[src/logic/dac_macros.svh]
// ======================================================================
// Audio DAC build constants
// Sample widths, buffer depth and modulator timing shared by the
// formatter, the sample FIFO and the delta-sigma consumer
// ======================================================================

`ifndef DAC_MACROS_SVH
`define DAC_MACROS_SVH

// Raw PCM sample width per channel
`define PCM_W 16

// Padded word fed to the modulators
`define DAC_W 20

// Entries in the sample FIFO
`define FIFO_DEPTH 4

// clk_dac cycles between modulator ticks
`define CEN_PERIOD 4

// Modulator ticks spent on each sample
`define HOLD_TICKS 16

`endif

[src/logic/dac_pkg.sv]
// ======================================================================
// Audio DAC types
// Stereo sample structs for the input stream and the padded DAC words,
// plus the state encoding of the delta-sigma consumer
// ======================================================================

`include "dac_macros.svh"

package dac_pkg;

    // Raw stereo PCM as it arrives on the input stream
    typedef struct packed {
        logic [`PCM_W-1:0] left;
        logic [`PCM_W-1:0] right;
    } pcm_pair_t;

    // Offset binary words, padded for the modulators
    typedef struct packed {
        logic [`DAC_W-1:0] left;
        logic [`DAC_W-1:0] right;
    } dac_pair_t;

    // Consumer state
    typedef enum logic {
        DAC_IDLE,
        DAC_RUN
    } dac_state_e;

endpackage

[src/logic/audio_dac_top.sv]
// ======================================================================
// Audio DAC top level
// Stereo PCM stream in, two pulse-density outputs out.
// Formatter, sample FIFO and delta-sigma consumer in a chain
// ======================================================================

module audio_dac_top #(
    parameter bit SIGNED_SND = 1'b0
) (
    input  logic                clk_dac,
    input  logic                rst,
    input  dac_pkg::pcm_pair_t  sample_i,
    input  logic                sample_valid_i,
    output logic                sample_ready_o,
    output logic                snd_pwm_left_o,
    output logic                snd_pwm_right_o
);

    // Formatter to FIFO
    dac_pkg::dac_pair_t fmt_word;
    logic               fmt_valid;
    logic               fmt_ready;

    // FIFO to consumer
    dac_pkg::dac_pair_t fifo_word;
    logic               fifo_valid;
    logic               fifo_ready;

    pcm_formatter #(
        .SIGNED_SND   ( SIGNED_SND     )
    ) u_formatter (
        .clk_dac      ( clk_dac        ),
        .rst          ( rst            ),
        .pcm_i        ( sample_i       ),
        .pcm_valid_i  ( sample_valid_i ),
        .pcm_ready_o  ( sample_ready_o ),
        .word_o       ( fmt_word       ),
        .word_valid_o ( fmt_valid      ),
        .word_ready_i ( fmt_ready      )
    );

    sample_fifo u_fifo (
        .clk_dac      ( clk_dac        ),
        .rst          ( rst            ),
        .wr_data_i    ( fmt_word       ),
        .wr_valid_i   ( fmt_valid      ),
        .wr_ready_o   ( fmt_ready      ),
        .rd_data_o    ( fifo_word      ),
        .rd_valid_o   ( fifo_valid     ),
        .rd_ready_i   ( fifo_ready     )
    );

    sigma_delta_dac u_dac (
        .clk_dac      ( clk_dac         ),
        .rst          ( rst             ),
        .word_i       ( fifo_word       ),
        .word_valid_i ( fifo_valid      ),
        .word_ready_o ( fifo_ready      ),
        .pwm_left_o   ( snd_pwm_left_o  ),
        .pwm_right_o  ( snd_pwm_right_o )
    );

endmodule

[src/logic/pcm_formatter.sv]
// ======================================================================
// PCM formatter
// Turns raw stereo samples into offset binary DAC words, padded with
// one zero above and zeros below, behind a one-entry output register
// ======================================================================

`include "dac_macros.svh"

module pcm_formatter #(
    parameter bit SIGNED_SND = 1'b0
) (
    input  logic                clk_dac,
    input  logic                rst,
    input  dac_pkg::pcm_pair_t  pcm_i,
    input  logic                pcm_valid_i,
    output logic                pcm_ready_o,
    output dac_pkg::dac_pair_t  word_o,
    output logic                word_valid_o,
    input  logic                word_ready_i
);

    localparam int PCM_N   = `PCM_W;
    localparam int DAC_N   = `DAC_W;
    // Zero bits below the sample, one guard bit sits above
    localparam int LOW_PAD = DAC_N - PCM_N - 1;

    // Sign flip for signed input, then pad to the DAC width
    function automatic logic [DAC_N-1:0] pad_sample(input logic [PCM_N-1:0] snd);
        logic top_bit;
        top_bit    = snd[PCM_N-1] ^ SIGNED_SND;
        pad_sample = {1'b0, top_bit, snd[PCM_N-2:0], {LOW_PAD{1'b0}}};
    endfunction

    logic accept;

    // Room when empty or when the held word leaves this cycle
    assign pcm_ready_o = !word_valid_o || word_ready_i;
    assign accept      = pcm_valid_i && pcm_ready_o;

    always_ff @(posedge clk_dac or posedge rst) begin
        if (rst) begin
            word_valid_o <= 1'b0;
        end else if (accept) begin
            word_valid_o <= 1'b1;
        end else if (word_ready_i) begin
            word_valid_o <= 1'b0;
        end
    end

    // Output payload
    always_ff @(posedge clk_dac) begin
        if (accept) begin
            word_o.left  <= pad_sample(pcm_i.left);
            word_o.right <= pad_sample(pcm_i.right);
        end
    end

endmodule

[src/logic/sample_fifo.sv]
// ======================================================================
// Sample FIFO
// Circular buffer of stereo DAC words between formatter and consumer.
// Accepts and delivers on the same edge, even when full
// ======================================================================

`include "dac_macros.svh"

module sample_fifo (
    input  logic                clk_dac,
    input  logic                rst,
    input  dac_pkg::dac_pair_t  wr_data_i,
    input  logic                wr_valid_i,
    output logic                wr_ready_o,
    output dac_pkg::dac_pair_t  rd_data_o,
    output logic                rd_valid_o,
    input  logic                rd_ready_i
);

    localparam int DEPTH = `FIFO_DEPTH;
    localparam int PTR_W = $clog2(DEPTH);
    localparam int CNT_W = $clog2(DEPTH + 1);

    localparam logic [PTR_W-1:0] PTR_LAST = PTR_W'(DEPTH - 1);
    localparam logic [CNT_W-1:0] CNT_FULL = CNT_W'(DEPTH);

    dac_pkg::dac_pair_t mem [DEPTH];

    logic [PTR_W-1:0] wr_ptr;
    logic [PTR_W-1:0] rd_ptr;
    logic [CNT_W-1:0] count;
    logic             full;
    logic             push;
    logic             pop;

    // Pointer advance with wrap for any depth
    function automatic logic [PTR_W-1:0] next_ptr(input logic [PTR_W-1:0] ptr);
        next_ptr = (ptr == PTR_LAST) ? '0 : ptr + 1'b1;
    endfunction

    assign full       = (count == CNT_FULL);
    assign rd_valid_o = (count != '0);
    assign rd_data_o  = mem[rd_ptr];

    // A full FIFO still takes a word if the head leaves this cycle
    assign wr_ready_o = !full || rd_ready_i;

    assign push = wr_valid_i && wr_ready_o;
    assign pop  = rd_valid_o && rd_ready_i;

    always_ff @(posedge clk_dac or posedge rst) begin
        if (rst) begin
            wr_ptr <= '0;
            rd_ptr <= '0;
            count  <= '0;
        end else begin
            if (push) begin
                wr_ptr <= next_ptr(wr_ptr);
            end
            if (pop) begin
                rd_ptr <= next_ptr(rd_ptr);
            end
            case ({push, pop})
                2'b10:   count <= count + 1'b1;
                2'b01:   count <= count - 1'b1;
                default: count <= count;
            endcase
        end
    end

    // Storage
    always_ff @(posedge clk_dac) begin
        if (push) begin
            mem[wr_ptr] <= wr_data_i;
        end
    end

endmodule

[src/logic/sigma_delta_dac.sv]
// ======================================================================
// Stereo delta-sigma DAC
// Clock enable every CEN_PERIOD cycles of clk_dac, a hold counter that
// keeps each word for HOLD_TICKS ticks, and one first-order modulator
// per channel driving a pulse-density output
// ======================================================================

`include "dac_macros.svh"

module sigma_delta_dac (
    input  logic                clk_dac,
    input  logic                rst,
    input  dac_pkg::dac_pair_t  word_i,
    input  logic                word_valid_i,
    output logic                word_ready_o,
    output logic                pwm_left_o,
    output logic                pwm_right_o
);

    localparam int DAC_N  = `DAC_W;
    localparam int CEN_N  = `CEN_PERIOD;
    localparam int HOLD_N = `HOLD_TICKS;
    localparam int HOLD_W = $clog2(HOLD_N);

    // First tick lands CEN_PERIOD-1 cycles after reset
    localparam logic [CEN_N-1:0]  CEN_INIT  = {{(CEN_N-1){1'b0}}, 1'b1} << (CEN_N - 2);
    localparam logic [HOLD_W-1:0] HOLD_LAST = HOLD_W'(HOLD_N - 1);

    logic [CEN_N-1:0]     cen_sr;
    logic                 cen;
    dac_pkg::dac_state_e  state;
    logic [HOLD_W-1:0]    hold_cnt;
    logic                 last_tick;
    logic                 take;
    dac_pkg::dac_pair_t   held;
    dac_pkg::dac_pair_t   acc;
    logic [DAC_N:0]       sum_left;
    logic [DAC_N:0]       sum_right;

    // Accumulator plus word, carry on top
    function automatic logic [DAC_N:0] mod_step(
        input logic [DAC_N-1:0] acc_in,
        input logic [DAC_N-1:0] word
    );
        mod_step = {1'b0, acc_in} + {1'b0, word};
    endfunction

    // Rotating one-hot enable
    always_ff @(posedge clk_dac or posedge rst) begin
        if (rst) begin
            cen_sr <= CEN_INIT;
        end else begin
            cen_sr <= {cen_sr[CEN_N-2:0], cen_sr[CEN_N-1]};
        end
    end

    assign cen = cen_sr[0];

    // Next word wanted when idle or on the final tick of a hold
    assign last_tick    = cen && (state == dac_pkg::DAC_RUN) && (hold_cnt == HOLD_LAST);
    assign word_ready_o = (state == dac_pkg::DAC_IDLE) || last_tick;
    assign take         = word_valid_i && word_ready_o;

    always_ff @(posedge clk_dac or posedge rst) begin
        if (rst) begin
            state    <= dac_pkg::DAC_IDLE;
            hold_cnt <= '0;
        end else begin
            case (state)
                dac_pkg::DAC_IDLE: begin
                    if (take) begin
                        state    <= dac_pkg::DAC_RUN;
                        hold_cnt <= '0;
                    end
                end
                dac_pkg::DAC_RUN: begin
                    if (last_tick) begin
                        hold_cnt <= '0;
                        // Back-to-back words keep running with no gap
                        if (!take) begin
                            state <= dac_pkg::DAC_IDLE;
                        end
                    end else if (cen) begin
                        hold_cnt <= hold_cnt + 1'b1;
                    end
                end
                default: begin
                    state <= dac_pkg::DAC_IDLE;
                end
            endcase
        end
    end

    // Sample under conversion
    always_ff @(posedge clk_dac) begin
        if (take) begin
            held <= word_i;
        end
    end

    assign sum_left  = mod_step(acc.left, held.left);
    assign sum_right = mod_step(acc.right, held.right);

    // Modulators step only while running.
    // Each carry is shown for one full tick period, so the final
    // carry of a stream clears on the first idle tick
    always_ff @(posedge clk_dac or posedge rst) begin
        if (rst) begin
            acc         <= '0;
            pwm_left_o  <= 1'b0;
            pwm_right_o <= 1'b0;
        end else if (cen) begin
            if (state == dac_pkg::DAC_RUN) begin
                acc.left    <= sum_left[DAC_N-1:0];
                acc.right   <= sum_right[DAC_N-1:0];
                pwm_left_o  <= sum_left[DAC_N];
                pwm_right_o <= sum_right[DAC_N];
            end else begin
                pwm_left_o  <= 1'b0;
                pwm_right_o <= 1'b0;
            end
        end
    end

endmodule

[config.mk]
export PLATFORM = sky130hd
export DESIGN_NAME = audio_dac_top
export DESIGN_NICKNAME = d
export VERILOG_FILES = /design/src/logic/dac_pkg.sv /design/src/logic/audio_dac_top.sv /design/src/logic/pcm_formatter.sv /design/src/logic/sample_fifo.sv /design/src/logic/sigma_delta_dac.sv
export VERILOG_INCLUDE_DIRS = /design/src /design/src/logic
export SDC_FILE = /design/constraint.sdc
export NUM_CORES = 1
export LEC_CHECK = 0
export ABC_AREA = 1
export BUFFER_PORTS_ARGS = -buffer_cell sky130_fd_sc_hd__buf_2
export CORE_ASPECT_RATIO = 1.75
export CORE_UTILIZATION = 50
export DETAILED_ROUTE_END_ITERATION = 10
export HOLD_SLACK_MARGIN = 0.06
export PLACE_DENSITY_LB_ADDON = 0.3
export SYNTH_ARGS = -nofsm -noshare
export SYNTH_HDL_FRONTEND = slang
export SYNTH_SLANG_ARGS = --single-unit
[constraint.sdc]
create_clock -name clk_dac -period 5.8 [get_ports clk_dac]
set_input_delay 1.16 -clock clk_dac [delete_from_list [all_inputs] [get_ports clk_dac]]
set_output_delay 1.16 -clock clk_dac [all_outputs]
set_load 0.01 [all_outputs]
Yosys cells after proc, flatten, opt, wreduce, memory -nomap -nowiden:

Memory sizes are Yosys's and may differ from the RTL's. A register that Yosys moved wholly into a read port is not among the register bits.
Index checks and enable logic that the tools add are counted.

* equality and inequality tests: 8
* add/sub/neg operators: 7
* bitwise gates (word level): 1
* muxes and demuxes: 16
* reduce and logical (&&, ||, !) cells: 15

Operators by type and width (number)
* $add 20x20->21: 2
* $mux 4: 3
* $mux 1: 8
* $pmux 4 s2: 1
* $eq 2x2->1 const B: 3
* $pmux 3 s2: 1
* $logic_and 1x1->1: 5
* $add 2x1->2 const B: 2
* $add 4x1->4 const B: 1
* $eq 4x4->1 const B: 1
* $mux 2: 2
* $reduce_and 2->1: 2
* $reduce_bool 2->1: 2
* $add 3x1->3 const B: 1
* $eq 3x3->1 const B: 1
* $logic_or 1x1->1: 3
* $ne 3x2->1 const B: 1
* $reduce_bool 3->1: 1
* $sub 3x1->3 const B: 1
* $eq 2x1->1 const B: 1
* $logic_not 1->1: 2
* $ne 2x2->1 const B: 1
* $pmux 1 s2: 1
* $not 1->1: 1

* RAM bits: 128
* memories kept: 1
* register bits: 131
* logic and storage cells: 63
* input port bits: 35
* output and inout port bits: 3

Memories
* u_fifo.mem: words 4, bits a word 32, rd ports 1, clocked after Yosys merged registers in 1, write ports 1, RTL line sample_fifo.sv:27 `dac_pkg::dac_pair_t mem [DEPTH];`

Depth between registers and ports, before layout:

Gate-level depths: netlist (run 1).

* depth in word-level cells: 7
* gate-level depth with buffers: 13
* gate-level depth less buffers: 13

Modules after synthesis:

A second synthesis (run 1) with hierarchy kept.

* cell total of the unflattened synthesis: 1262
* area, all modules: 13530.5 µm²

Modules (own cells, without submodules)
* sample_fifo: area an instance 6960.4 µm², cells an instance 528, seq. area each 4979.8 µm², instances 1
* sigma_delta_dac: area an instance 5496.5 µm², cells an instance 686, seq. area each 2478.6 µm², instances 1
* pcm_formatter: area an instance 1073.5 µm², cells an instance 48, seq. area each 985.9 µm², instances 1

Worst setup path after synthesis (run 1):

OpenSTA, ideal clock, no wires.

* path kind: reg2reg
* start point: register u_dac.state
* end point: memory u_fifo.mem[3][0] (netlist name), enable pin
* arrival: 2287 ps
* setup time: 421 ps
* clock period less this slack: 2708 ps
* cell stages (with the launch flop): 9
* path buffers: 0
* data required time: 5379 ps
* path slack: 3092 ps
* cells stage by stage: dfrtp_1 nand2_2 inv_2 nand4_1 nand2_2 inv_2 nand2_2 nand2_4 nor2_1

* word-level cells in the longest chain between the ends: 7
* elaborated cells on any way between the ends: 8
* classes of those cells: 2 x mux; 1 x bitwise; 5 x reduce/logical

Ends and longest elaborated chain
* start: declaration: RTL line sigma_delta_dac.sv:31 `dac_pkg::dac_state_e state;`
* start signal: assignment: RTL line sigma_delta_dac.sv:66 `state <= dac_pkg::DAC_IDLE;`
* start signal: assignment: RTL line sigma_delta_dac.sv:72 `state <= dac_pkg::DAC_RUN;`
* start signal: assignment: RTL line sigma_delta_dac.sv:81 `state <= dac_pkg::DAC_IDLE;`
* $logic_and 1x1->1 (2 in series): RTL line sigma_delta_dac.sv:60 `assign last_tick = cen && (state == dac_pkg::DAC_RUN) && (hold_cnt == HOLD_LAST);`
* $logic_or 1x1->1 *: RTL line sigma_delta_dac.sv:61 `assign word_ready_o = (state == dac_pkg::DAC_IDLE) || last_tick;`
* $logic_or 1x1->1 *: RTL line sample_fifo.sv:46 `assign wr_ready_o = !full || rd_ready_i;`
* $logic_and 1x1->1 *: RTL line sample_fifo.sv:48 `assign push = wr_valid_i && wr_ready_o;`
* $mux 1 *: RTL line sample_fifo.sv:73 `if (push) begin`
* $mux 1 (implied by the code) *: RTL line sample_fifo.sv:74 `mem[wr_ptr] <= wr_data_i;`
* end: declaration: RTL line sample_fifo.sv:27

Every way passes the cells marked *; elsewhere a longest branch is shown, timed or not.

Final worst setup path (run 1):

* start point: register u_dac.state
* end point: output sample_ready_o

* word-level cells in the longest chain between the ends: 5
* elaborated cells on any way between the ends: 6
* classes of those cells: 1 x bitwise; 5 x reduce/logical

Ends and longest elaborated chain
* $logic_and 1x1->1 (2 in series): RTL line sigma_delta_dac.sv:60
* $logic_or 1x1->1 *: RTL line sigma_delta_dac.sv:61
* $logic_or 1x1->1 *: RTL line sample_fifo.sv:46
* $logic_or 1x1->1 *: RTL line pcm_formatter.sv:37 `assign pcm_ready_o = !word_valid_o || word_ready_i;`
* end: declaration: RTL line audio_dac_top.sv:14 `output logic sample_ready_o,`

Marks and branches as above.

==> results of run 1 <==
[layout by cell type (no fill, tap or decap), types with 26 or more instances in the layout]
cell and count:
nand2_1 250, edfxtp_1 192, inv_1 94, nor2_1 92, o21ai_0 85, dfrtp_1 51
nand3_1 44, ha_1 39, buf_2 37, o22ai_1 32, a21oi_1 26
[synthesized netlist by cell type, types with 11 or more instances]
library cell,instances
a21oi_1,26
clkbuf_1,18
dfrtp_1,52
edfxtp_1,192
ha_1,39
inv_1,95
nand2_1,250
nand3_1,44
nor2_1,96
nor3_1,11
o21ai_0,85
o22ai_1,32
[power by group through the flow]
stage	sequential (W)	combinational, W	clock [W]
floorplan	0.00230	0.000218	0
global placement	0.00231	0.000336	0
detailed placement	0.00232	0.000344	0
CTS	0.00229	0.000346	0.00153
global route	0.00231	0.000378	0.00161
finish	0.00229	0.000341	0.00150
[how the worst min path moves through the flow]
stage,start,to,slack [ns],depth (start not counted)
after floorplan,u_dac.cen_sr[3],u_dac.cen_sr[0],0.33,0
after global placement,u_dac.cen_sr[1],u_dac.cen_sr[2],0.34,0
after detailed placement,u_dac.cen_sr[1],u_dac.cen_sr[2],0.34,0
after CTS,u_dac.cen_sr[1],u_dac.cen_sr[2],0.36,0
after global routing,u_dac.cen_sr[1],u_dac.cen_sr[2],0.37,0
final,u_dac.cen_sr[1],u_dac.cen_sr[2],0.36,0
[worst register-to-register path: stages (launching register included)]
cell and delay [ns]:
dfrtp_1 0.39, nand2_2 0.06, buf_4 0.26, inv_2 0.52
nand4_1 0.19, nand2_2 0.14, nand2_1 0.07, inv_1 0.06
buf_4 0.38, ha_1 0.23, inv_1 0.07, fa_1 0.38
a21oi_1 0.16, o21ai_0 0.11, xor2_1 0.15
[layout make-up]
cell class | instances | area [µm²] | area share (%)
clock inverters | 13 | 149 | 1.25
well taps | 252 | 315 | 2.65
flip-flops and latches | 245 | 7090 | 59.6
multi-input cells | 617 | 3120 | 26.2
inverters | 98 | 368 | 3.09
repair buffers | 46 | 253 | 2.12
clock buffers | 28 | 604 | 5.08
[per-layer routing]
layer	up-vias	track usage [%]
met1	3256	21.5
met3	36	2.23
li1	3437	-
met5	-	0
met4	0	6.22
met2	104	35.6
[state kept, by name, summed over array words and instances (netlist names)]
name,flops
u_dac.acc,34
u_dac.cen_sr,4
u_dac.held,32
u_dac.hold_cnt,4
u_dac.pwm_left_o,1
u_dac.pwm_right_o,1
u_dac.state,1
u_fifo.count,3
u_fifo.mem,128
u_fifo.rd_ptr,2
u_fifo.wr_ptr,2
u_formatter.word_o,32
u_formatter.word_valid_o,1
[logic make-up (layout without fill, tap and decap cells)]
kind of cell,Yosys count,after routing
simple gates,418,418
flops,245,245
compound gates,147,147
fa+ha+maj,42,42
xor+xnor,10,10
buf+inv,125,185
[per-stage QoR]
step / cell area (µm²) / hold WS, ns / utilization [%] / total power, W / setup WS [ns]
final: 11900 / 0.360 / 56.9 / 0.00413 / 2.27
after global routing: 11900 / 0.371 / 56.9 / 0.00430 / 2.09
after CTS: 11900 / 0.361 / 56.9 / 0.00417 / 2.24
after detailed placement: 11200 / 0.344 / 53.3 / 0.00267 / 2.49
after global placement: 11200 / 0.340 / 53.3 / 0.00265 / 2.58
after floorplan: 10700 / 0.331 / - / 0.00252 / 3.09
==> impl_metrics.csv, run 1 <==
group,metric,value,unit
run_status,status,"completed",
place,place_congestion,0.855,
clock_network,cts_buffer_depth,3,
critical_path,path_max_fanout,43,
logic_synthesis,syn_nets,1064,
critical_path,critPathTopFamily,"buffers and inverters",
logic_synthesis,synthCells,987,
clock_network,clock_sinks,245,
logic_synthesis,synth-adder-area-share,5.13,%
logic_synthesis,synth_top_area_share,54.0,%
clock_network,cts-buffers-inserted,23,
timing,rsz0062_at_grt,"false",
drt,vias,6833,
power,power_switching,0.000956,W
cells_and_area,drive_above_1_share,9.36,%
timing,fin_crit_sh,60.8,%
logic_synthesis,synth-compound-area-share,7.33,%
logic_synthesis,synth-edff-count,192,
place,dp.cells,1258,
drt,wl_met2,10.5,mm
global_routing,grt_use_total,18.7,%
power,power_density,347,nW/µm²
global_routing,antenna_found_initial,0,
global_routing,grt_remaining_overflow,0,
critical_path,endpoint,"sample_ready_o",
logic_synthesis,synth-xor-area-share,0.820,%
cells_and_area,fin_nets,1108,
logic_synthesis,synth.area.mux_share,0,%
logic_synthesis,synth_warnings,0,
clock_network,clk_latency,0.50,ns
power,p_clk_share,36.3,%
drt,wl_per_cell,15.3,µm
timing,period_needed,3.53,ns
critical_path,cp_num_buf_inv,4,
critical_path,slowest_delay,0.41,ns
critical_path,r2r.worst_path.cells,14,
drt,ant_nets,0,
cells_and_area,nFillCells,1722,
timing,tns,0,ns
logic_synthesis,synth_top_cell_by_area,"edfxtp_1",
logic_synthesis,yosysUniqueCellTypes,31,
cells_and_area,area_growth,11.4,%
global_routing,grt_first_pass_wirelength,32.5,mm
timing,final_hold_viol_count,0,
critical_path,startpoint_type,"flop",
critical_path,r2r-end,"u_fifo.count[2]",
critical_path,cp.arrival,2.37,ns
critical_path,crit_start,"u_dac.state",
timing,fmax,283,MHz
critical_path,cp_slowest_cell,"dfrtp_1",
floorplan,die_height,195,µm
critical_path,cp_cell_sequence,"nand2_2, buf_4, inv_2, nand4_1, nand2_2, inv_2, nand3_1, buf_2",
global_routing,grt_max_degree,68,
drt,drt_iter0_drc,287,
logic_synthesis,synth_top_family_by_area,"simple AND/OR/NAND/NOR gates",
power,vdd_ir_drop_max,378,µV
logic_synthesis,ys_seq_area_share,66.4,%
worst_hold_path,min_path_type,"reg2reg",
critical_path,worst-setup-path-type,"reg2out",
logic_synthesis,synth-seq-cells,245,
flow_run,max-cap-violations,0,
critical_path,critPathCaptureType,"output pin",
logic_synthesis,synth_flop_cell,"edfxtp_1",
drt,firstDrtPassIters,7,
cells_and_area,antenna-diode-count,0,
timing,maxSlewHeadroom,27.9,%
clock_network,cts_setup_buffers,0,
cells_and_area,finalNonFillerCells,1299,
clock_network,cts_tree,"yes",
floorplan,start_util,51.0,%
place,port_buffers,37,
drt,top_layer_used,"met4",
logic_synthesis,yosys-top-cells-area,"edfxtp_1 54%, dfrtp_1 12%, nand2_1 8.8%, ha_1 4.6%, o21ai_0 4.0%",
critical_path,reg2reg_from,"u_dac.state",
floorplan,die_w,113,µm
floorplan,core,20900,µm²
power,p_leak,5.04,nW
drt,finalWirelength,19.8,mm
power,swShare,23.2,%
logic_synthesis,synthesis.area,10700,µm²
drt,met1_length,8.25,mm
critical_path,reg2reg_slack,2.50,ns
timing,skew,0.0145,ns
drt,drc,0,
critical_path,cp.depth,8,
floorplan,std_cell_rows,70,
global_routing,grt_pass1_vias,6857,
place,hpwl,12.6,mm
critical_path,crit_required,4.64,ns
power,comb_power_share,8.2,%
clock_network,clkSlewWorstSetupHoldPaths,0.06,ns
logic_synthesis,async_reset_ff_share,21.6,%
clock_network,post_cts_resized,0,
logic_synthesis,postSynthAreaPerCell,10.8,µm²
power,seqPwrFrac,55.5,%
drt,vias_per_cell,5.26,
timing,final-max-slew-violation-count,0,
timing,setup_viol,0,
drt,wl_met3,602,µm
clock_network,postCtsHoldBufs,0,
timing,tightestPinTransition,1.08,ns
clock_network,clock-root-buffer,"clkbuf_16",
logic_synthesis,synth-simple-area-share,15.8,%
power,p_int,0.00317,W
floorplan,num_io_pins,38,
clock_network,h-tree-depth,1,
floorplan,die_area,22000,µm²
No activity file was read; power rests on OpenSTA's default activity.
==> run 2, diff against run 1 <==
--- a/config.mk
+++ b/config.mk
@@ -6,7 +6,7 @@
 export SDC_FILE = /design/constraint.sdc
 export NUM_CORES = 1
 export LEC_CHECK = 0
-export ABC_AREA = 1
+export ABC_AREA = 0
 export BUFFER_PORTS_ARGS = -buffer_cell sky130_fd_sc_hd__buf_2
 export CORE_ASPECT_RATIO = 1.75
 export CORE_UTILIZATION = 50
==> constraint.sdc (replaced) <==
create_clock -name clk_dac -period 3.5 [get_ports clk_dac]
set_input_delay 0.7 -clock clk_dac [delete_from_list [all_inputs] [get_ports clk_dac]]
set_output_delay 0.7 -clock clk_dac [all_outputs]
set_load 0.01 [all_outputs]
==> run 2 against run 1 <==
Effect of this change:
- register-to-register slack worse by 1.6 ns
- first-iteration DRC count shrank 20%
- critical endpoint is now u_fifo.count[2]
- design area down 5.1%
- via count is 23% lower
- largest cell class unchanged
==> impl_metrics.csv, run 2 <==
group,metric,value,unit
global_routing,busiest_layer,"met2",
drt,firstDrtPassIters,4,
critical_path,slowest_delay,0.42,ns
cells_and_area,post-route-util,57.3,%
clock_network,cts_buffer_depth,3,
global_routing,grt_util_met2,31.2,%
cells_and_area,top_register,"u_fifo.mem",
logic_synthesis,synth_top_area_share,57.1,%
timing,setup_viol,0,
cells_and_area,multi_input_area,2890,µm²
worst_hold_path,min_path_type,"in2async",
critical_path,worst-setup-path-type,"reg2reg",
logic_synthesis,async_reset_ff_share,21.6,%
critical_path,crit_required,3.91,ns
logic_synthesis,syn_nets,693,
timing,fmax,384,MHz
place,hpwl,10.9,mm
logic_synthesis,synth_common_cells,"192 x edfxtp_1, 56 x nand2_1, 52 x dfrtp_1, 39 x ha_1, 32 x mux4_2",
global_routing,use_met1,20.9,%
timing,period_needed,2.61,ns
clock_network,clkSlewWorstSetupHoldPaths,0.07,ns
cells_and_area,top_regs,"u_fifo.mem: 128 flops, u_dac.acc: 34 flops",
drt,drt_iter0_drc,231,
global_routing,grt_remaining_overflow,0,
floorplan,die_height,190,µm
floorplan,std_cell_rows,68,
drt,vias,5229,
timing,final-max-slew-violation-count,0,
drt,wl_per_cell,18.1,µm
cells_and_area,antenna-diode-count,0,
logic_synthesis,postSynthAreaPerCell,16.4,µm²
cells_and_area,ff_latch_area,7100,µm²
clock_network,h-tree-depth,1,
drt,finalWirelength,16.8,mm
global_routing,grt.met3_usage,2.54,%
logic_synthesis,synth_flop_cell,"edfxtp_1",
drt,vias_per_cell,5.62,
global_routing,grt_use_total,17.3,%
global_routing,grt_max_degree,43,
power,p_leak,4.35,nW
clock_network,clk_latency,0.50,ns
cells_and_area,fin_nets,747,
logic_synthesis,synth-edff-count,192,
critical_path,cp_cell_sequence,"ha_1, nand4_1, and2_1, nand3_1, and2_1, inv_1, ha_1, inv_1, fa_1, xor2_1, nor2_1, xor2_1",
cells_and_area,largest_register_ffs,128,
cells_and_area,final_cell_mix,"192 x edfxtp_1, 55 x nand2_1, 50 x dfrtp_1",
critical_path,cp_slowest_cell,"dfrtp_1",
cells_and_area,area_growth,12.0,%
clock_network,cts_setup_buffers,0,
place,place_congestion,0.837,
drt,ant_nets,0,
floorplan,die_area,20800,µm²
logic_synthesis,yosysUniqueCellTypes,54,
cells_and_area,nFillCells,1530,
timing,maxSlewHeadroom,43.0,%
power,vdd_ir_drop_max,562,µV
clock_network,clock-root-buffer,"clkbuf_16",
logic_synthesis,synthesis.area,10100,µm²
logic_synthesis,yosys-top-cells-area,"edfxtp_1 57%, dfrtp_1 13%, mux4_2 7.1%, ha_1 4.8%, nand2_1 2.1%",
clock_network,postCtsHoldBufs,0,
logic_synthesis,yosysMostFrequentCell,"edfxtp_1",
floorplan,start_util,51.1,%
logic_synthesis,synth_warnings,0,
critical_path,critPathTopFamily,"adder cells",
critical_path,critPathCaptureType,"flop",
cells_and_area,drive_above_1_share,18.2,%
timing,tightestPinTransition,0.855,ns
floorplan,die_w,109,µm
place,dpl_cell_area,10600,µm²
timing,rsz0062_at_grt,"false",
cells_and_area,fin_area,11300,µm²
timing,fin_crit_sh,74.4,%
clock_network,cts-buffers-inserted,21,
flow_run,max-cap-violations,0,
logic_synthesis,ys_seq_area_share,70.3,%
cells_and_area,final_common_cell,"edfxtp_1",
power,power_density,593,nW/µm²
timing,whs,0.332,ns
critical_path,cp_num_buf_inv,2,
timing,final_hold_viol_count,0,
logic_synthesis,synth_top_cell_by_area,"edfxtp_1",
floorplan,num_io_pins,38,
logic_synthesis,synthCells,616,
clock_network,post_cts_resized,0,
global_routing,grt_pass1_vias,5575,
clock_network,cts_tree,"yes",
floorplan,core,19700,µm²
place,port_buffers,37,
critical_path,cp.arrival,3.01,ns
critical_path,startpoint_type,"flop",
global_routing,grt_first_pass_wirelength,27.7,mm
critical_path,path_max_fanout,5,
clock_network,clock_sinks,245,
timing,tns,0,ns
drt,drc,0,
timing,skew,0.0170,ns
logic_synthesis,synth-seq-cells,245,
global_routing,antenna_found_initial,0,
run_status,status,"completed",
run 2: layout make-up:
class	instances	area share, %
clock buffers	28	4.97
repair buffers	47	2.30
flip-flops and latches	245	62.8
multi-input cells	343	25.6
well taps	245	2.71
clock inverters	10	1.23
inverters	12	0.399
run 2: power breakdown:
part	switching, W	internal [W]
registers	0.000134	0.00364
logic	0.000359	0.000199
clock network	0.00100	0.00136
total	0.00149	0.00520
run 2: final timing paths:
path                                   startpoint               to  slack, ns  cells past startpoint
worst max register to register  u_dac.hold_cnt[0]  u_fifo.count[2]       0.89                     12
max in group asynchronous                     rst  u_fifo.count[0]       2.50                      3
min in group clk_dac              u_dac.cen_sr[3]  u_dac.cen_sr[0]       0.36                      0
worst min-delay path                          rst    u_dac.acc[34]       0.33                      2
worst max-delay path            u_dac.hold_cnt[0]  u_fifo.count[2]       0.89                     12
worst min register to register    u_dac.cen_sr[3]  u_dac.cen_sr[0]       0.36                      0
run 2: per-stage QoR:
step	instances	setup slack, ns	power, W
after floorplan	616	0.530	0.00416
after global placement	892	0.978	0.00434
after detailed placement	892	0.892	0.00442
after CTS	930	0.884	0.00677
after global routing	930	0.692	0.00694
final	930	0.895	0.00670
run 2: logic make-up after synthesis:
kind of cell / after synthesis / synth area share [%]
buf+inv: 28 / 1.09
flops: 245 / 70.3
simple gates: 119 / 5.44
xor+xnor: 25 / 2.17
compound gates: 120 / 7.91
mux: 37 / 7.66
fa+ha+maj: 42 / 5.43
run 2: metal layers:
metal	vias to the layer above	wire length (µm)
li1	2488	-
met1	2611	6960
met2	98	8970
met3	32	579
met4	0	342
met5	-	0
==> run 3, diff against run 2 <==
==> constraint.sdc (replaced) <==
create_clock -name clk_dac -period 2.1 [get_ports clk_dac]
set_input_delay 0.42 -clock clk_dac [delete_from_list [all_inputs] [get_ports clk_dac]]
set_output_delay 0.42 -clock clk_dac [all_outputs]
set_load 0.01 [all_outputs]
==> run 3 against run 2 <==
Effect of this change:
- the run now ends with negative setup slack left
- sequential share of layout area down 4.2 points
- critical path depth down 3
- register-to-register slack worse by 1.1 ns
- clock power up 68%
- total power up 69%
- maximum frequency up 15%
- global-route usage up 0.64 points
- worst setup slack worse by 1.1 ns
- design area up 7.1%
- final cell count up 5.8%
- first-iteration DRC count up 33%
- sequential power up 67%
- highest routed layer unchanged
==> impl_metrics.csv, run 3 (same netlist as run 2, synthesis figures left out) <==
group,metric,value,unit
run_status,violations,"negative setup slack",
drt,firstDrtPassIters,5,
cells_and_area,post-route-util,61.3,%
clock_network,cts-buffers-inserted,22,
floorplan,die_area,20800,µm²
critical_path,cp.arrival,2.66,ns
place,port_buffers,37,
place,dpl_cell_area,11000,µm²
floorplan,die_height,190,µm
place,place_congestion,0.838,
power,finalPower,0.0113,W
global_routing,antenna_found_initial,0,
cells_and_area,final_cell_mix,"192 x edfxtp_1, 53 x nand2_1, 51 x dfrtp_1",
critical_path,r2r.worst_path.cells,9,
critical_path,crit_start,"u_dac.held[23]",
cells_and_area,largest_register_ffs,128,
drt,vias_per_cell,5.55,
timing,worst_slack,-0.168,ns
floorplan,start_util,51.1,%
timing,period_needed,2.27,ns
floorplan,std_cell_rows,68,
power,power_density,935,nW/µm²
critical_path,worst-setup-path-type,"reg2reg",
clock_network,clock_sinks,245,
drt,drt_iter0_drc,308,
timing,setup_viol,11,
global_routing,grt_use_total,17.9,%
critical_path,reg2reg_slack,-0.17,ns
worst_hold_path,min_path_type,"in2reg",
global_routing,grt_remaining_overflow,0,
timing,rsz0062_at_grt,"true",
global_routing,grt_max_degree,36,
timing,final-max-slew-violation-count,0,
timing,maxSlewHeadroom,60.7,%
drt,wl_per_cell,17.9,µm
power,vdd_ir_drop_max,911,µV
critical_path,r2r-end,"u_dac.acc[37]",
cells_and_area,drive_above_1_share,29.8,%
clock_network,cts_buffer_depth,3,
timing,skew,0.00863,ns
drt,ant_nets,0,
clock_network,h-tree-depth,1,
floorplan,core,19700,µm²
drt,finalWirelength,17.6,mm
cells_and_area,fin_area,12100,µm²
cells_and_area,area_growth,19.9,%
timing,whs,0.0879,ns
cells_and_area,top_register,"u_fifo.mem",
floorplan,num_io_pins,38,
critical_path,path_max_fanout,4,
clock_network,clk_latency,0.51,ns
critical_path,startpoint_type,"flop",
timing,fin_crit_sh,108,%
cells_and_area,antenna-diode-count,0,
cells_and_area,multi_input_area,3170,µm²
power,p_leak,4.68,nW
flow_run,max-cap-violations,0,
cells_and_area,nFillCells,1430,
clock_network,clkSlewWorstSetupHoldPaths,0.07,ns
drt,drc,0,
clock_network,cts_tree,"yes",
critical_path,crit_required,2.49,ns
cells_and_area,ff_latch_area,7090,µm²
place,hpwl,11.2,mm
cells_and_area,fin_nets,800,
critical_path,critPathCaptureType,"flop",
drt,vias,5457,
cells_and_area,top_regs,"u_fifo.mem: 128 flops, u_dac.acc: 34 flops",
critical_path,reg2reg_from,"u_dac.held[23]",
timing,final_hold_viol_count,0,
floorplan,die_w,109,µm
global_routing,grt_pass1_vias,5824,
timing,fmax,441,MHz
global_routing,grt_first_pass_wirelength,28.6,mm
run_status,status,"finished with violations",
critical_path,endpoint,"u_dac.acc[37]",
cells_and_area,final_common_cell,"edfxtp_1",
clock_network,clock-root-buffer,"clkbuf_16",
timing,tightestPinTransition,0.589,ns
run 3: changes by cell type in the layout (fill, tap and decap cells not counted), sizes merged:
| cell | previous run | this run |
|---|---|---|
| buf | 47 | 98 |
| clkinv | 3 | 8 |
| bufinv | 3 | 2 |
| clkinvlp | 3 | 2 |
| dlygate4sd3 | 0 | 1 |
| inv | 13 | 12 |
run 3: report_power, final:
group / switching, W / internal [W]
clock: 0.00169 / 0.00226
combinational: 0.000620 / 0.000451
sequential: 0.000228 / 0.00606
total: 0.00254 / 0.00878
run 3: how the worst min path moves through the flow:
stage	from	to	slack [ns]	depth (start not counted)
5_1_grt	sample_i[5]	u_formatter.word_o[8]	0.07	1
6_report	sample_i[18]	u_formatter.word_o[25]	0.09	1
3_3_place_gp	u_dac.cen_sr[3]	u_dac.cen_sr[0]	0.34	0
2_1_floorplan	u_dac.cen_sr[3]	u_dac.cen_sr[0]	0.33	0
4_1_cts	sample_i[5]	u_formatter.word_o[8]	0.07	1
3_5_place_dp	u_dac.cen_sr[1]	u_dac.cen_sr[2]	0.35	0
run 3: critical path, cell delays in order, from the launching register on:
cell and delay, ns:
edfxtp_1 0.42, ha_4 0.19, fa_2 0.35, a211oi_2 0.22, nor2_1 0.08, o211ai_1 0.24, a21oi_2 0.13, o41ai_2 0.25
mux2i_1 0.22, nand2_1 0.06
run 3: layer usage:
metal | wire (µm) | share of wire, % | global-route usage [%]
met3 | 536 | 3.0 | 2.16
met4 | 389 | 2.2 | 5.64
met2 | 9630 | 55 | 32.6
met5 | 0 | 0 | 0
met1 | 7090 | 40 | 21.8
run 3: metrics by stage:
stage / setup slack, ns / TNS (ns) / instances
2_1_floorplan: -0.339 / -0.710 / 616
3_3_place_gp: -0.154 / -1.07 / 928
3_5_place_dp: -0.186 / -1.65 / 928
4_1_cts: -0.135 / -0.887 / 979
5_1_grt: -0.312 / -2.49 / 984
6_report: -0.168 / -0.895 / 984
run 3: what timing repair did:
item | 4_1_cts | 5_1_grt
endpoints found under the setup margin | 49 | 25
gates cloned | 0 | 0
resized for setup | 25 | 21
pin swaps | 27 | 31
setup buffers | 10 | 11
hold endpoints to repair | 23 | 0
hold buffers | 1 | 0
run 3: layout make-up:
type	instances	area share, %
clock buffer	28	4.91
clock inverter	12	0.982
multi-input combinational	343	26.2
tap	245	2.53
timing repair buffer	99	6.35
sequential	245	58.6
inverter	12	0.393
